==> src/logic/dma_pkg.sv <==
package dma_pkg;

  localparam int DMA_ADDR_W = 32;
  localparam int DMA_DATA_W = 32;
  localparam int DMA_LEN_W  = 12;

  typedef struct packed {
    logic [DMA_ADDR_W-1:0] addr;
    logic [DMA_LEN_W-1:0]  len_bytes;
  } dma_req_t;

  typedef struct packed {
    logic [DMA_DATA_W-1:0] data;
    logic                  last; // Final word of the request
  } dma_word_t;

  function automatic int offset_w_of(input int data_w);
    return $clog2(data_w / 8);
  endfunction

  // Enough bits to hold max_beats itself
  function automatic int beat_w_of(input int max_beats);
    return $clog2(max_beats + 1);
  endfunction

endpackage

==> src/logic/axi_pkg.sv <==
package axi_pkg;

  localparam int AXI_ADDR_W  = 32;
  localparam int AXI_DATA_W  = 32;
  localparam int AXI_LEN_W   = 8;
  localparam int AXI_SIZE_W  = 3;
  localparam int AXI_BURST_W = 2;
  localparam int AXI_CACHE_W = 4;
  localparam int AXI_PROT_W  = 3;

  localparam logic [AXI_BURST_W-1:0] AXI_BURST_INCR       = 2'b01;
  localparam logic [AXI_CACHE_W-1:0] AXI_CACHE_BUFFERABLE = 4'b0001;
  localparam logic [AXI_PROT_W-1:0]  AXI_PROT_DATA        = 3'b010; // Unprivileged, non-secure

  // Bursts may not cross this
  localparam int AXI_BOUNDARY_BYTES = 4096;

  // Read address channel
  typedef struct packed {
    logic [AXI_ADDR_W-1:0]  addr;
    logic [AXI_LEN_W-1:0]   len;
    logic [AXI_SIZE_W-1:0]  size;
    logic [AXI_BURST_W-1:0] burst;
    logic [AXI_CACHE_W-1:0] cache;
    logic [AXI_PROT_W-1:0]  prot;
  } axi_ar_t;

  // Read data channel
  typedef struct packed {
    logic [AXI_DATA_W-1:0] data;
    logic                  last;
  } axi_r_t;

  // Full-width transfer size code
  function automatic logic [AXI_SIZE_W-1:0] axi_size_of(input int data_w);
    return AXI_SIZE_W'($clog2(data_w / 8));
  endfunction

endpackage
==> src/logic/read_engine_top.sv <==
module read_engine_top
  import axi_pkg::*, dma_pkg::*;
#(
  parameter int ADDR_W    = AXI_ADDR_W, // Must match the struct widths
  parameter int DATA_W    = AXI_DATA_W,
  parameter int LEN_W     = DMA_LEN_W,
  parameter int MAX_BEATS = 16,
  parameter int CREDIT_W  = 6
) (
  input  logic      clk,
  input  logic      rst,
  input  logic      req_valid,
  input  dma_req_t  req,
  output logic      req_accept,
  input  logic      credit_return,
  output logic      out_valid,
  output dma_word_t out,
  output axi_ar_t   ar,
  output logic      ar_valid,
  input  logic      ar_ready,
  input  axi_r_t    r,
  input  logic      r_valid,
  output logic      r_ready
);

  axi_read_adapter #(
    .ADDR_W    (ADDR_W),
    .DATA_W    (DATA_W),
    .LEN_W     (LEN_W),
    .MAX_BEATS (MAX_BEATS),
    .CREDIT_W  (CREDIT_W)
  ) adapter_i (
    .clk           (clk),
    .rst           (rst),
    .req_valid     (req_valid),
    .req           (req),
    .req_accept    (req_accept),
    .credit_return (credit_return),
    .out_valid     (out_valid),
    .out           (out),
    .ar            (ar),
    .ar_valid      (ar_valid),
    .ar_ready      (ar_ready),
    .r             (r),
    .r_valid       (r_valid),
    .r_ready       (r_ready)
  );

endmodule

==> src/logic/axi_read_adapter.sv <==
module axi_read_adapter
  import axi_pkg::*, dma_pkg::*;
#(
  parameter int ADDR_W    = AXI_ADDR_W,
  parameter int DATA_W    = AXI_DATA_W,
  parameter int LEN_W     = 12,
  parameter int MAX_BEATS = 16,
  parameter int CREDIT_W  = 6
) (
  input  logic      clk,
  input  logic      rst,
  input  logic      req_valid,
  input  dma_req_t  req,
  output logic      req_accept,
  input  logic      credit_return,
  output logic      out_valid,
  output dma_word_t out,
  output axi_ar_t   ar,
  output logic      ar_valid,
  input  logic      ar_ready,
  input  axi_r_t    r,
  input  logic      r_valid,
  output logic      r_ready
);

  localparam int OFF_W  = offset_w_of(DATA_W);
  localparam int BEAT_W = beat_w_of(MAX_BEATS);
  localparam int BYTES  = DATA_W / 8;
  localparam int CNT_W  = LEN_W + 1;

  typedef enum logic [1:0] {S_IDLE, S_PLAN, S_ADDR, S_DATA} state_t;

  state_t               state;
  logic [LEN_W-1:0]     len_q;
  logic [AXI_LEN_W-1:0] ar_len_q;
  logic                 last_burst_q;
  logic [CREDIT_W-1:0]  credits_avail;
  logic [CNT_W-1:0]     beats_resv;   // Beats reserved so far in this request
  logic [CNT_W-1:0]     words_total;
  logic [CREDIT_W-1:0]  refund_cnt;
  logic [CREDIT_W-1:0]  credit_add;
  logic [CREDIT_W-1:0]  credit_sub;
  logic [ADDR_W-1:0]    burst_addr;
  logic [BEAT_W-1:0]    burst_beats;
  logic                 is_last_burst;
  logic                 align_empty;
  logic                 issue;
  logic                 ar_fire;
  logic                 beat_fire;
  logic                 burst_done;

  assign req_accept = (state == S_IDLE) && req_valid && align_empty;
  assign issue      = (state == S_PLAN) && (credits_avail >= CREDIT_W'(burst_beats));
  assign ar_fire    = ar_valid && ar_ready;
  assign r_ready    = (state == S_DATA);
  assign beat_fire  = r_valid && r_ready;
  assign burst_done = beat_fire && r.last;

  // Every beat but the first yields a word, so only the final burst can
  // leave one reserved credit unused
  assign words_total = (CNT_W'(len_q) + CNT_W'(BYTES - 1)) >> OFF_W;
  assign refund_cnt  = (beats_resv > words_total) ?
                       CREDIT_W'(beats_resv - words_total) : '0;

  always_comb begin
    credit_add = CREDIT_W'(credit_return);
    if (burst_done) begin
      credit_add = credit_add + refund_cnt;
    end
    credit_sub = issue ? CREDIT_W'(burst_beats) : '0;
  end

  always_comb begin
    ar.addr  = burst_addr;
    ar.len   = ar_len_q;
    ar.size  = axi_size_of(DATA_W);
    ar.burst = AXI_BURST_INCR;
    ar.cache = AXI_CACHE_BUFFERABLE;
    ar.prot  = AXI_PROT_DATA;
  end

  always_ff @(posedge clk or posedge rst) begin
    if (rst) begin
      state         <= S_IDLE;
      ar_valid      <= 1'b0;
      last_burst_q  <= 1'b0;
      credits_avail <= '0;
      beats_resv    <= '0;
    end else begin
      credits_avail <= credits_avail + credit_add - credit_sub;
      case (state)
        S_IDLE: begin
          if (req_accept) begin
            state      <= S_PLAN;
            beats_resv <= '0;
          end
        end
        S_PLAN: begin // Wait here until the whole burst is covered
          if (issue) begin
            state        <= S_ADDR;
            ar_valid     <= 1'b1;
            last_burst_q <= is_last_burst;
            beats_resv   <= beats_resv + CNT_W'(burst_beats);
          end
        end
        S_ADDR: begin
          if (ar_ready) begin
            ar_valid <= 1'b0;
            state    <= S_DATA;
          end
        end
        S_DATA: begin
          if (burst_done) begin
            state <= last_burst_q ? S_IDLE : S_PLAN;
          end
        end
        default: state <= S_IDLE;
      endcase
    end
  end

  always_ff @(posedge clk) begin
    if (req_accept) begin
      len_q <= req.len_bytes;
    end
    if (issue) begin
      ar_len_q <= AXI_LEN_W'(burst_beats - BEAT_W'(1));
    end
  end

  burst_planner #(
    .ADDR_W    (ADDR_W),
    .DATA_W    (DATA_W),
    .LEN_W     (LEN_W),
    .MAX_BEATS (MAX_BEATS)
  ) planner_i (
    .clk            (clk),
    .rst            (rst),
    .transfer_start (req_accept),
    .addr           (req.addr),
    .len_bytes      (req.len_bytes),
    .burst_start    (ar_fire),
    .burst_addr     (burst_addr),
    .burst_beats    (burst_beats),
    .is_last_burst  (is_last_burst)
  );

  burst_align #(
    .DATA_W (DATA_W),
    .LEN_W  (LEN_W)
  ) align_i (
    .clk           (clk),
    .rst           (rst),
    .start         (req_accept),
    .offset        (req.addr[OFF_W-1:0]),
    .len_bytes     (req.len_bytes),
    .beat_data     (r.data),
    .beat_valid    (beat_fire),
    .beat_last     (r.last),
    .transfer_last (last_burst_q),
    .word          (out),
    .word_valid    (out_valid),
    .empty         (align_empty)
  );

endmodule

==> src/logic/burst_align.sv <==
module burst_align
  import dma_pkg::*;
#(
  parameter int DATA_W = 32,
  parameter int LEN_W  = 12
) (
  input  logic                           clk,
  input  logic                           rst,
  input  logic                           start,
  input  logic [offset_w_of(DATA_W)-1:0] offset,
  input  logic [LEN_W-1:0]               len_bytes,
  input  logic [DATA_W-1:0]              beat_data,
  input  logic                           beat_valid,
  input  logic                           beat_last,
  input  logic                           transfer_last,
  output dma_word_t                      word,
  output logic                           word_valid,
  output logic                           empty
);

  localparam int OFF_W = offset_w_of(DATA_W);
  localparam int BYTES = DATA_W / 8;
  localparam int SH_W  = OFF_W + 4;
  localparam int WL_W  = LEN_W + 1;

  logic [OFF_W-1:0]  off_q;
  logic [DATA_W-1:0] held;       // Upper bytes of the previous beat, moved down
  logic              first_q;
  logic              flush_q;
  logic [WL_W-1:0]   words_left;
  logic [OFF_W+2:0]  lo_shift;
  logic [SH_W-1:0]   hi_shift;
  logic [DATA_W-1:0] joined;
  logic              emit_beat;

  assign lo_shift = {off_q, 3'b000};
  // Full width shift when aligned, so nothing of the new beat is added
  assign hi_shift = SH_W'(DATA_W) - SH_W'(lo_shift);
  assign joined   = held | (beat_data << hi_shift);

  // First beat only carries lead-in and the start of word 0
  assign emit_beat = beat_valid && !first_q && (words_left != '0);
  assign empty     = (words_left == '0);

  always_ff @(posedge clk or posedge rst) begin
    if (rst) begin
      first_q    <= 1'b0;
      flush_q    <= 1'b0;
      words_left <= '0;
      word_valid <= 1'b0;
    end else begin
      word_valid <= 1'b0;
      if (start) begin
        first_q    <= 1'b1;
        flush_q    <= 1'b0;
        words_left <= (WL_W'(len_bytes) + WL_W'(BYTES - 1)) >> OFF_W;
      end else begin
        if (beat_valid) begin
          first_q <= 1'b0;
        end
        flush_q <= beat_valid && beat_last && transfer_last;
        if (emit_beat) begin
          word_valid <= 1'b1;
          words_left <= words_left - 1'b1;
        end
        // Held bytes become the final word if still owed
        if (flush_q && (words_left != '0)) begin
          word_valid <= 1'b1;
          words_left <= words_left - 1'b1;
        end
      end
    end
  end

  always_ff @(posedge clk) begin
    if (start) begin
      off_q <= offset;
    end
    if (beat_valid) begin
      held <= beat_data >> lo_shift;
    end
    if (emit_beat) begin
      word.data <= joined;
      word.last <= (words_left == WL_W'(1));
    end else if (flush_q) begin
      word.data <= held; // Bytes past the length are don't-care
      word.last <= (words_left == WL_W'(1));
    end
  end

endmodule

==> src/logic/burst_planner.sv <==
module burst_planner
  import axi_pkg::*, dma_pkg::*;
#(
  parameter int ADDR_W    = 32,
  parameter int DATA_W    = 32,
  parameter int LEN_W     = 12,
  parameter int MAX_BEATS = 16
) (
  input  logic                            clk,
  input  logic                            rst,
  input  logic                            transfer_start,
  input  logic [ADDR_W-1:0]               addr,
  input  logic [LEN_W-1:0]                len_bytes,
  input  logic                            burst_start,
  output logic [ADDR_W-1:0]               burst_addr,
  output logic [beat_w_of(MAX_BEATS)-1:0] burst_beats,
  output logic                            is_last_burst
);

  localparam int OFF_W  = offset_w_of(DATA_W);
  localparam int BYTES  = DATA_W / 8;
  localparam int BEAT_W = beat_w_of(MAX_BEATS);
  localparam int BND_W  = $clog2(AXI_BOUNDARY_BYTES);
  localparam int CNT_W  = ((LEN_W > BND_W) ? LEN_W : BND_W) + 2;

  logic [ADDR_W-1:0] cur_addr;   // Always beat aligned
  logic [CNT_W-1:0]  remain;     // Bytes left, counted from cur_addr
  logic [CNT_W-1:0]  beats_left;
  logic [CNT_W-1:0]  beats_to_bnd;
  logic [CNT_W-1:0]  beats_cap;
  logic [CNT_W-1:0]  burst_bytes;

  always_comb begin
    beats_left   = (remain + CNT_W'(BYTES - 1)) >> OFF_W;
    beats_to_bnd = (CNT_W'(AXI_BOUNDARY_BYTES) - CNT_W'(cur_addr[BND_W-1:0])) >> OFF_W;

    // Smallest of the three limits
    beats_cap = CNT_W'(MAX_BEATS);
    if (beats_to_bnd < beats_cap) begin
      beats_cap = beats_to_bnd;
    end
    if (beats_left < beats_cap) begin
      beats_cap = beats_left;
    end

    burst_bytes = beats_cap << OFF_W;
  end

  assign burst_addr    = cur_addr;
  assign burst_beats   = BEAT_W'(beats_cap);
  assign is_last_burst = (beats_left <= beats_cap);

  always_ff @(posedge clk or posedge rst) begin
    if (rst) begin
      cur_addr <= '0;
      remain   <= '0;
    end else if (transfer_start) begin
      // Lead-in bytes below the start address are fetched too
      cur_addr <= {addr[ADDR_W-1:OFF_W], {OFF_W{1'b0}}};
      remain   <= CNT_W'(len_bytes) + CNT_W'(addr[OFF_W-1:0]);
    end else if (burst_start) begin
      cur_addr <= cur_addr + ADDR_W'(burst_bytes);
      remain   <= (remain > burst_bytes) ? remain - burst_bytes : '0; // Tail may overshoot
    end
  end

endmodule

==> config.mk <==
export PLATFORM = sky130hd
export DESIGN_NAME = read_engine_top
export DESIGN_NICKNAME = d
export VERILOG_FILES = /design/src/logic/dma_pkg.sv /design/src/logic/axi_pkg.sv /design/src/logic/read_engine_top.sv /design/src/logic/axi_read_adapter.sv /design/src/logic/burst_align.sv /design/src/logic/burst_planner.sv
export SDC_FILE = /design/constraint.sdc
export NUM_CORES = 1
export LEC_CHECK = 0
export ABC_AREA = 1
export BUFFER_PORTS_ARGS = -buffer_cell sky130_fd_sc_hd__buf_4
export CAP_MARGIN = 0
export CORE_UTILIZATION = 45
export DETAILED_ROUTE_END_ITERATION = 6
export PLACE_DENSITY_LB_ADDON = 0.05
export SLEW_MARGIN = 40
export SYNTH_ARGS = -nofsm -noshare
export SYNTH_HDL_FRONTEND = slang
export SYNTH_SLANG_ARGS = --single-unit
export TNS_END_PERCENT = 30
==> constraint.sdc <==
create_clock -name clk -period 7.3 [get_ports clk]
set_input_delay 0.365 -clock clk [delete_from_list [all_inputs] [get_ports clk]]
set_output_delay 0.365 -clock clk [all_outputs]
set_load 0.02 [all_outputs]
==> Word-level counts from Yosys, hierarchy flattened <==
Cells that the tools add are included.
{ "totals": {"reg_bits": 172, "output_inout_bits": 89} }
{ "op_classes": {"add_sub_neg": 15, "n_lt_le_gt_ge": 6, "eq_ne": 8, "shifts": 2, "mux": 33, "bitwise": 1, "n_reduce_logical": 24} }
{ "op_table": {"columns": ["op", "n"], "rows": [
  ["two-way mux 33 bit", 2],
  ["two-way mux 13 bit", 5],
  ["two-way mux 32 bit", 2],
  ["two-way mux 14 bit", 3],
  ["adder 32 x 14 -> 32 bit", 1],
  ["OR 32 bit", 1],
  ["left shift 32 x 6 -> 32 bit", 1],
  ["right shift 32 x 5 -> 32 bit", 1],
  ["adder 12 x 2 -> 13 bit, second input constant", 2],
  ["one-hot mux 13 bit (2 select lines)", 1],
  ["two-way mux 12 bit", 2],
  ["adder 14 x 2 -> 14 bit, second input constant", 1],
  ["greater-than comparator 14 bit", 1],
  ["subtractor 13 x 12 -> 14 bit, first input constant", 1],
  ["subtractor 14 bit", 1],
  ["adder 12 x 2 -> 13 bit", 1],
  ["adder 13 x 5 -> 13 bit", 1],
  ["equality test 13 x 1 -> 1 bit, second input constant", 1],
  ["greater-than comparator 13 x 11 -> 1 bit", 1],
  ["logical NOT 13 bit", 1],
  ["nonzero test 13 bit", 1],
  ["subtractor 13 x 1 -> 13 bit, second input constant", 1],
  ["<= comparator 12 bit", 1],
  ["less-than comparator 12 bit", 1],
  ["other kinds (25)", 55]
]} }

==> Logic depth before layout (Yosys ltp) <==
{ "logic_depth": {"word_depth": 9, "mapped_depth": 46, "mapped_depth_nobuf": 46} }

==> Hierarchy <==
From an unflattened synthesis, not the netlist that was laid out.
{ "hier_totals": {"hier_cells": 1777, "area_unflattened_um2": 12973.7} }
{ "by_module_without_submodules": {"columns": ["mod", "instances", "cells_each", "area_each_um2"], "rows": [
  ["burst_planner", 1, 858, 5146.2],
  ["burst_align", 1, 513, 4519.3],
  ["axi_read_adapter", 1, 406, 3308.2]
]} }

==> Least setup slack after synthesis <==
OpenSTA, ideal clock, no wires.
{ "synth_path": {"path_type": "reg2reg", "from": "reg adapter_i.planner_i.remain[2]", "to": "reg adapter_i.credits_avail[5]", "setup_time_ps": 113, "arrival_time_ps": 5480, "required_time_ps": 7187, "path_slack_ps": 1706, "stages_incl_launch_ff": 42, "path_cell_list": "dfrtp_1 inv_2 nor2_4 nand2_2 nor2_4 inv_1 nor2_2 inv_1 nor2_1 inv_1 nor2_1 inv_1 nor2_2 xor2_1 ha_1 nand2_1 o21ai_0 nor3_4 [6 not listed] o21ai_0 nand2_1 nand2_1 nand2_1 nand2_1 inv_1 nand2_1 fa_1 ha_1 a21oi_1 nand2_1 a21oi_1 o21bai_1 xor2_1 inv_1 nand4_1 nand2_1 inv_1"} }
{ "synth_via": {"elab_chain_len": 7} }
{ "synth_lines": {"columns": ["element", "line", "source"], "rows": [
  ["start: declaration", "burst_planner.sv:27", "logic [CNT_W-1:0] remain;"],
  ["start signal: assignment", "burst_planner.sv:60", "remain <= CNT_W'(len_bytes) + CNT_W'(addr[OFF_W-1:0]);"],
  ["start signal: assignment", "burst_planner.sv:63", "remain <= (remain > burst_bytes) ? remain - burst_bytes : '0;"],
  ["adder 14 x 2 -> 14 bit (*)", "burst_planner.sv:34", "beats_left = (remain + CNT_W'(BYTES - 1)) >> OFF_W;"],
  ["less-than comparator 12 bit", "burst_planner.sv:42", "if (beats_left < beats_cap) begin"],
  ["two-way mux 12 bit (*)", "burst_planner.sv:42", null],
  ["greater-or-equal comparator 6 x 5 -> 1 bit", "axi_read_adapter.sv:53", "assign issue = (state == S_PLAN) && (credits_avail >= CREDIT_W'(burst_beats));"],
  ["logical AND 1 bit", "axi_read_adapter.sv:53", null],
  ["two-way mux 5 bit (*)", "axi_read_adapter.sv:70", "credit_sub = issue ? CREDIT_W'(burst_beats) : '0;"],
  ["subtractor 6 bit (*)", "axi_read_adapter.sv:90", "credits_avail <= credits_avail + credit_add - credit_sub;"],
  ["end signal: assignment", "axi_read_adapter.sv:90", null],
  ["end: declaration", "axi_read_adapter.sv:37", "logic [CREDIT_W-1:0] credits_avail;"]
]} }
Mark *: on every way between the ends. The rest lies on a longest branch, timed or not.
A chain may end at the register's enable or synchronous reset.

==> Final worst setup path <==
Ends and elaborated chain as after synthesis.

==> results.txt <==
* Top-level port count: 172
- Top cell type by total area after synthesis: sky130_fd_sc_hd__edfxtp_1
- Among all flip-flop cells after synthesis, the most frequent one is sky130_fd_sc_hd__edfxtp_1.
- Once layout is complete, the cells apart from fillers number 1984.
- # port buffers: 157
- After detailed routing, the average wire length per cell comes to 16.4 um.
* Achievable Freq: 152 MHz
* Clock tree sinks: 168
* Fraction of power consumed by combinational cells: 55.5%
- After synthesis the cells add up to 11900 sq um.
- The die covers 27200 sq um.
- Dividing total power by cell area gives a power density of 383 nW/um^2.
- The clock arrives with 0.0193 ns of skew.
- Row generation in the floorplan step produced 59 rows.
* Cts repair resizes: 0
- Internal power: 2.86 mW
- Clock transition at path regs: 0.08 ns
- Core Region: 26100 sq um
* Clock latency on the worst-skew pair: 0.44 ns
- For the finished layout, the period the worst path requires is 6.59 ns.
- Crit-path most repeated cell: sky130_fd_sc_hd__nand2_1
- The run finished with clean final reports.
- The share of the Yosys chip area taken by registers is 38.8%.
- Static Leak: 6.67 nW
* Post-Syn Instances: 1478
* Pin count of the biggest net entering global routing: 64
- Initial antenna violation count: 1
* Maximum level of the CTS H-tree: 4
* Post-Place Cells: 1950
- Setup violations remaining at the end of the flow were counted as 0.
* First-iteration detailed-routing DRC count: 765
- VDD IR-drop max: 0.239 mV
* Number of max-slew violations in the final report: 0
* Share of flip-flops with an asynchronous set or reset after synthesis: 49.4%
- Global routing's busiest layer: met2
- Number of global-route vias before repair: 9869
- For the pin with the worst max-slew slack, the measured transition is 0.777 ns.
- Along the worst path, the maximum fanout reaches 12.
- Final count of hold timing violations: 0
- The detail route stage leaves a number of antenna-violating nets equal to 0.
- Top cell type's share of synthesized area: 21.4%
- Relative max-transition margin: 48.1%
* Number of clock buffers inserted by TritonCTS: 17
* Max Root-Sink Buffers: 2
- Net switching power: 2.51 mW
* Ranking of synthesized cells by area: sky130_fd_sc_hd__edfxtp_1 21%, sky130_fd_sc_hd__dfrtp_1 17%, sky130_fd_sc_hd__nand2_1 9.3%
- The tree is rooted in a sky130_fd_sc_hd__clkbuf_16.
- Global Route Usage Sum: 24.7%
* Sum of overflow across all layers after global routing: 0
- Switching Fraction: 46.8%
* DRT Wirelength: 32.6 mm
* Crit share post-route: 90.2%
- Routability-driven placement finished with a final weighted congestion of 0.881.
- The initial utilization of the core area, before any placement, comes to 45.8%.
- By instance count, the leading cell after synthesis is sky130_fd_sc_hd__nand2_1.
- Critical Path Sink Type: register
- Dividing the detail-routed via count by the number of cells gives 5.27.
- Total negative slack for setup checks: 0 ns
- Die Width: 165 um
* Slowest stage cell, crit path: sky130_fd_sc_hd__fa_1
- Data on the critical path is required at its endpoint by 7.64 ns.
* Number of synthesized register bits: 168
- Setup repair after global routing left no endpoint under its margin.
* P&R area growth vs syn: 17.6%
- Global-route wire length before repair: 51.7 mm
- The commonest cells after synthesis are 297 x sky130_fd_sc_hd__nand2_1, 179 x sky130_fd_sc_hd__inv_1, 145 x sky130_fd_sc_hd__nor2_1, 112 x sky130_fd_sc_hd__o21ai_0.
- Critical Path AT: 6.92 ns
- Vias post-DR: 10400
- Post-synth EDFFs: 85
* Worst min path class: in -> reg
- Sort of element at the start of the critical path: register
- TritonCTS built the clock tree.
- The final layout contains 1813 nets.
- Cells with a size suffix above 1 make up 16.3% of the layout.
- Met2 capacity usage during global routing: 39.6%
- In this run the vertical extent of the chip is 165 um.
- For this run, design rule violations remaining after detail routing come to 0.
- Router iterations before antenna repair: 5
- The worst setup path is of the reg -> reg kind.
- Worst path max stage delay: 0.44 ns
- Of the total power, registers draw 27.2%.
- Synth cell types: 56
- The Yosys step of the flow raised 0 warnings.
- For met3 alone, demand over resource in global routing was 3.89%.
* Clock power frac: 17.3%
- Averaged over all synthesized cells, the footprint is 8.08 sq um.
* Post-DP HPWL: 24.5 mm
* Routing usage on met1: 33.9%
- Across the run, the number of max-cap violations was 0.
==> power groups by stage <==
stage,registers [mW],clock network (mW),logic (mW)
after global placement,1.47,0,2.93
after detailed placement,1.47,0,2.97
after CTS,1.46,0.948,2.99
after floorplan,1.54,0,2.11
after global routing,1.49,0.979,3.39
final,1.46,0.929,2.99
==> worst paths after layout <==
kind / slack, ns / cells past startpoint / from / to
max in group asynchronous: 5.86 / 4 / rst / adapter_i.align_i.words_left[12]$_DFFE_PP0P_
worst max-delay path: 0.71 / 42 / adapter_i.planner_i.remain[2]$_DFFE_PP0P_ / adapter_i.credits_avail[5]$_DFF_PP0_
worst min-delay path: 0.14 / 1 / req[0] / adapter_i.len_q[0]$_DFFE_PP_
min in group asynchronous: 0.47 / 3 / rst / adapter_i.planner_i.burst_addr[3]$_DFFE_PP0P_
worst max register to register: 0.71 / 42 / adapter_i.planner_i.remain[2]$_DFFE_PP0P_ / adapter_i.credits_avail[5]$_DFF_PP0_
worst min register to register: 0.49 / 1 / adapter_i.align_i.words_left[11]$_DFFE_PP0P_ / adapter_i.align_i.words_left[11]$_DFFE_PP0P_
==> placed cells by master (no fill, tap or decap), types with 4 or more instances in the layout <==
cell / instances
sky130_fd_sc_hd__edfxtp_1: 85
sky130_fd_sc_hd__nor3_1: 15
sky130_fd_sc_hd__nand2_4: 7
sky130_fd_sc_hd__nor2_1: 144
sky130_fd_sc_hd__fa_1: 10
sky130_fd_sc_hd__o21ai_1: 7
sky130_fd_sc_hd__or2_2: 6
sky130_fd_sc_hd__dfrtp_1: 83
sky130_fd_sc_hd__o21ai_0: 112
sky130_fd_sc_hd__a22oi_1: 30
sky130_fd_sc_hd__nor4_1: 7
sky130_fd_sc_hd__a31oi_1: 13
sky130_fd_sc_hd__buf_4: 168
sky130_fd_sc_hd__o21bai_1: 14
sky130_fd_sc_hd__nor2_4: 5
sky130_fd_sc_hd__o211ai_1: 7
sky130_fd_sc_hd__conb_1: 24
sky130_fd_sc_hd__xnor2_1: 15
sky130_fd_sc_hd__o31ai_1: 5
sky130_fd_sc_hd__a21boi_0: 5
sky130_fd_sc_hd__o221ai_1: 4
sky130_fd_sc_hd__clkbuf_16: 17
sky130_fd_sc_hd__o22ai_1: 7
sky130_fd_sc_hd__inv_8: 8
sky130_fd_sc_hd__ha_1: 85
sky130_fd_sc_hd__nand3b_1: 5
sky130_fd_sc_hd__nand2_2: 10
sky130_fd_sc_hd__nor2_2: 6
sky130_fd_sc_hd__a221oi_1: 9
sky130_fd_sc_hd__nand3_1: 63
sky130_fd_sc_hd__nand4_1: 16
sky130_fd_sc_hd__nand2_1: 297
sky130_fd_sc_hd__a21oi_1: 85
sky130_fd_sc_hd__a31o_2: 17
sky130_fd_sc_hd__inv_2: 5
sky130_fd_sc_hd__inv_1: 177
sky130_fd_sc_hd__xor2_1: 40
==> per-layer routing <==
metal  vias to the layer above  routed length, um  share of wire [%]
met3                        28               1720                5.3
met1                      4861              15200                 47
met2                       276              15000                 46
li1                       5284                  -                  -
met5                         -                  0                  0
met4                         0                651                2.0
==> cells by family (layout without fill, tap and decap cells) <==
group	Yosys count	in the layout	share of synthesized area, %
XOR/XNOR	55	55	4.03
AO/OA/AOI/OAI	325	325	16.3
AND/OR/NAND/NOR	594	594	22.0
flip-flops	168	168	38.8
buffers and inverters	239	387	8.23
other	2	25	0.0629
adder cells (fa/ha/maj)	95	95	10.6
==> area by class of cell <==
class                      count  area [sq um]
fill                        2511         12000
multi-input combinational   1093          6410
sequential                   168          4630
timing repair buffer         170          1280
inverter                     185           697
clock buffer                  17           425
tap                          335           419
clock inverter                15           171
antenna                        1          2.50
==> critical path: cells and delay by family (launching register included) <==
family                     cells  cell delay, ns
xor gates and xnor gates       2            0.46
and+or+nand+nor               20            2.43
DFF                            1            0.41
adders and majority gates      4            1.37
AOI/OAI and AO/OA              7            0.94
buffers and inverters          9            0.91
==> state kept, by name, summed over array words and instances (netlist names), 2 cells and up <==
signal                          flops
adapter_i.align_i.held             32
adapter_i.align_i.off_q             2
adapter_i.align_i.word             33
adapter_i.align_i.words_left       13
adapter_i.ar_len_q                  6
adapter_i.beats_resv               13
adapter_i.credits_avail             6
adapter_i.len_q                    12
adapter_i.planner_i.burst_addr     30
adapter_i.planner_i.remain         14
adapter_i.state                     2
==> through the flow <==
stage          utilization (%)  worst slack [ns]  power [mW]  area [sq um]  hold slack [ns]
2_1_floorplan                -              1.71        3.66         12000            0.443
3_3_place_gp              51.5              1.01        4.40         13400            0.370
3_5_place_dp              51.5             0.713        4.45         13400            0.383
4_1_cts                   53.9             0.706        5.40         14000            0.123
5_1_grt                   53.9            0.0530        5.86         14000            0.131
6_report                  53.9             0.713        5.38         14000            0.141
==> repair_timing <==
action | in CTS | in global routing
endpoints found under the setup margin | 0 | 0
hold buffers | 1 | 0
setup buffers | 0 | 0
endpoints found under the hold margin | 20 | 0
Power figures use the tool's default switching activity.
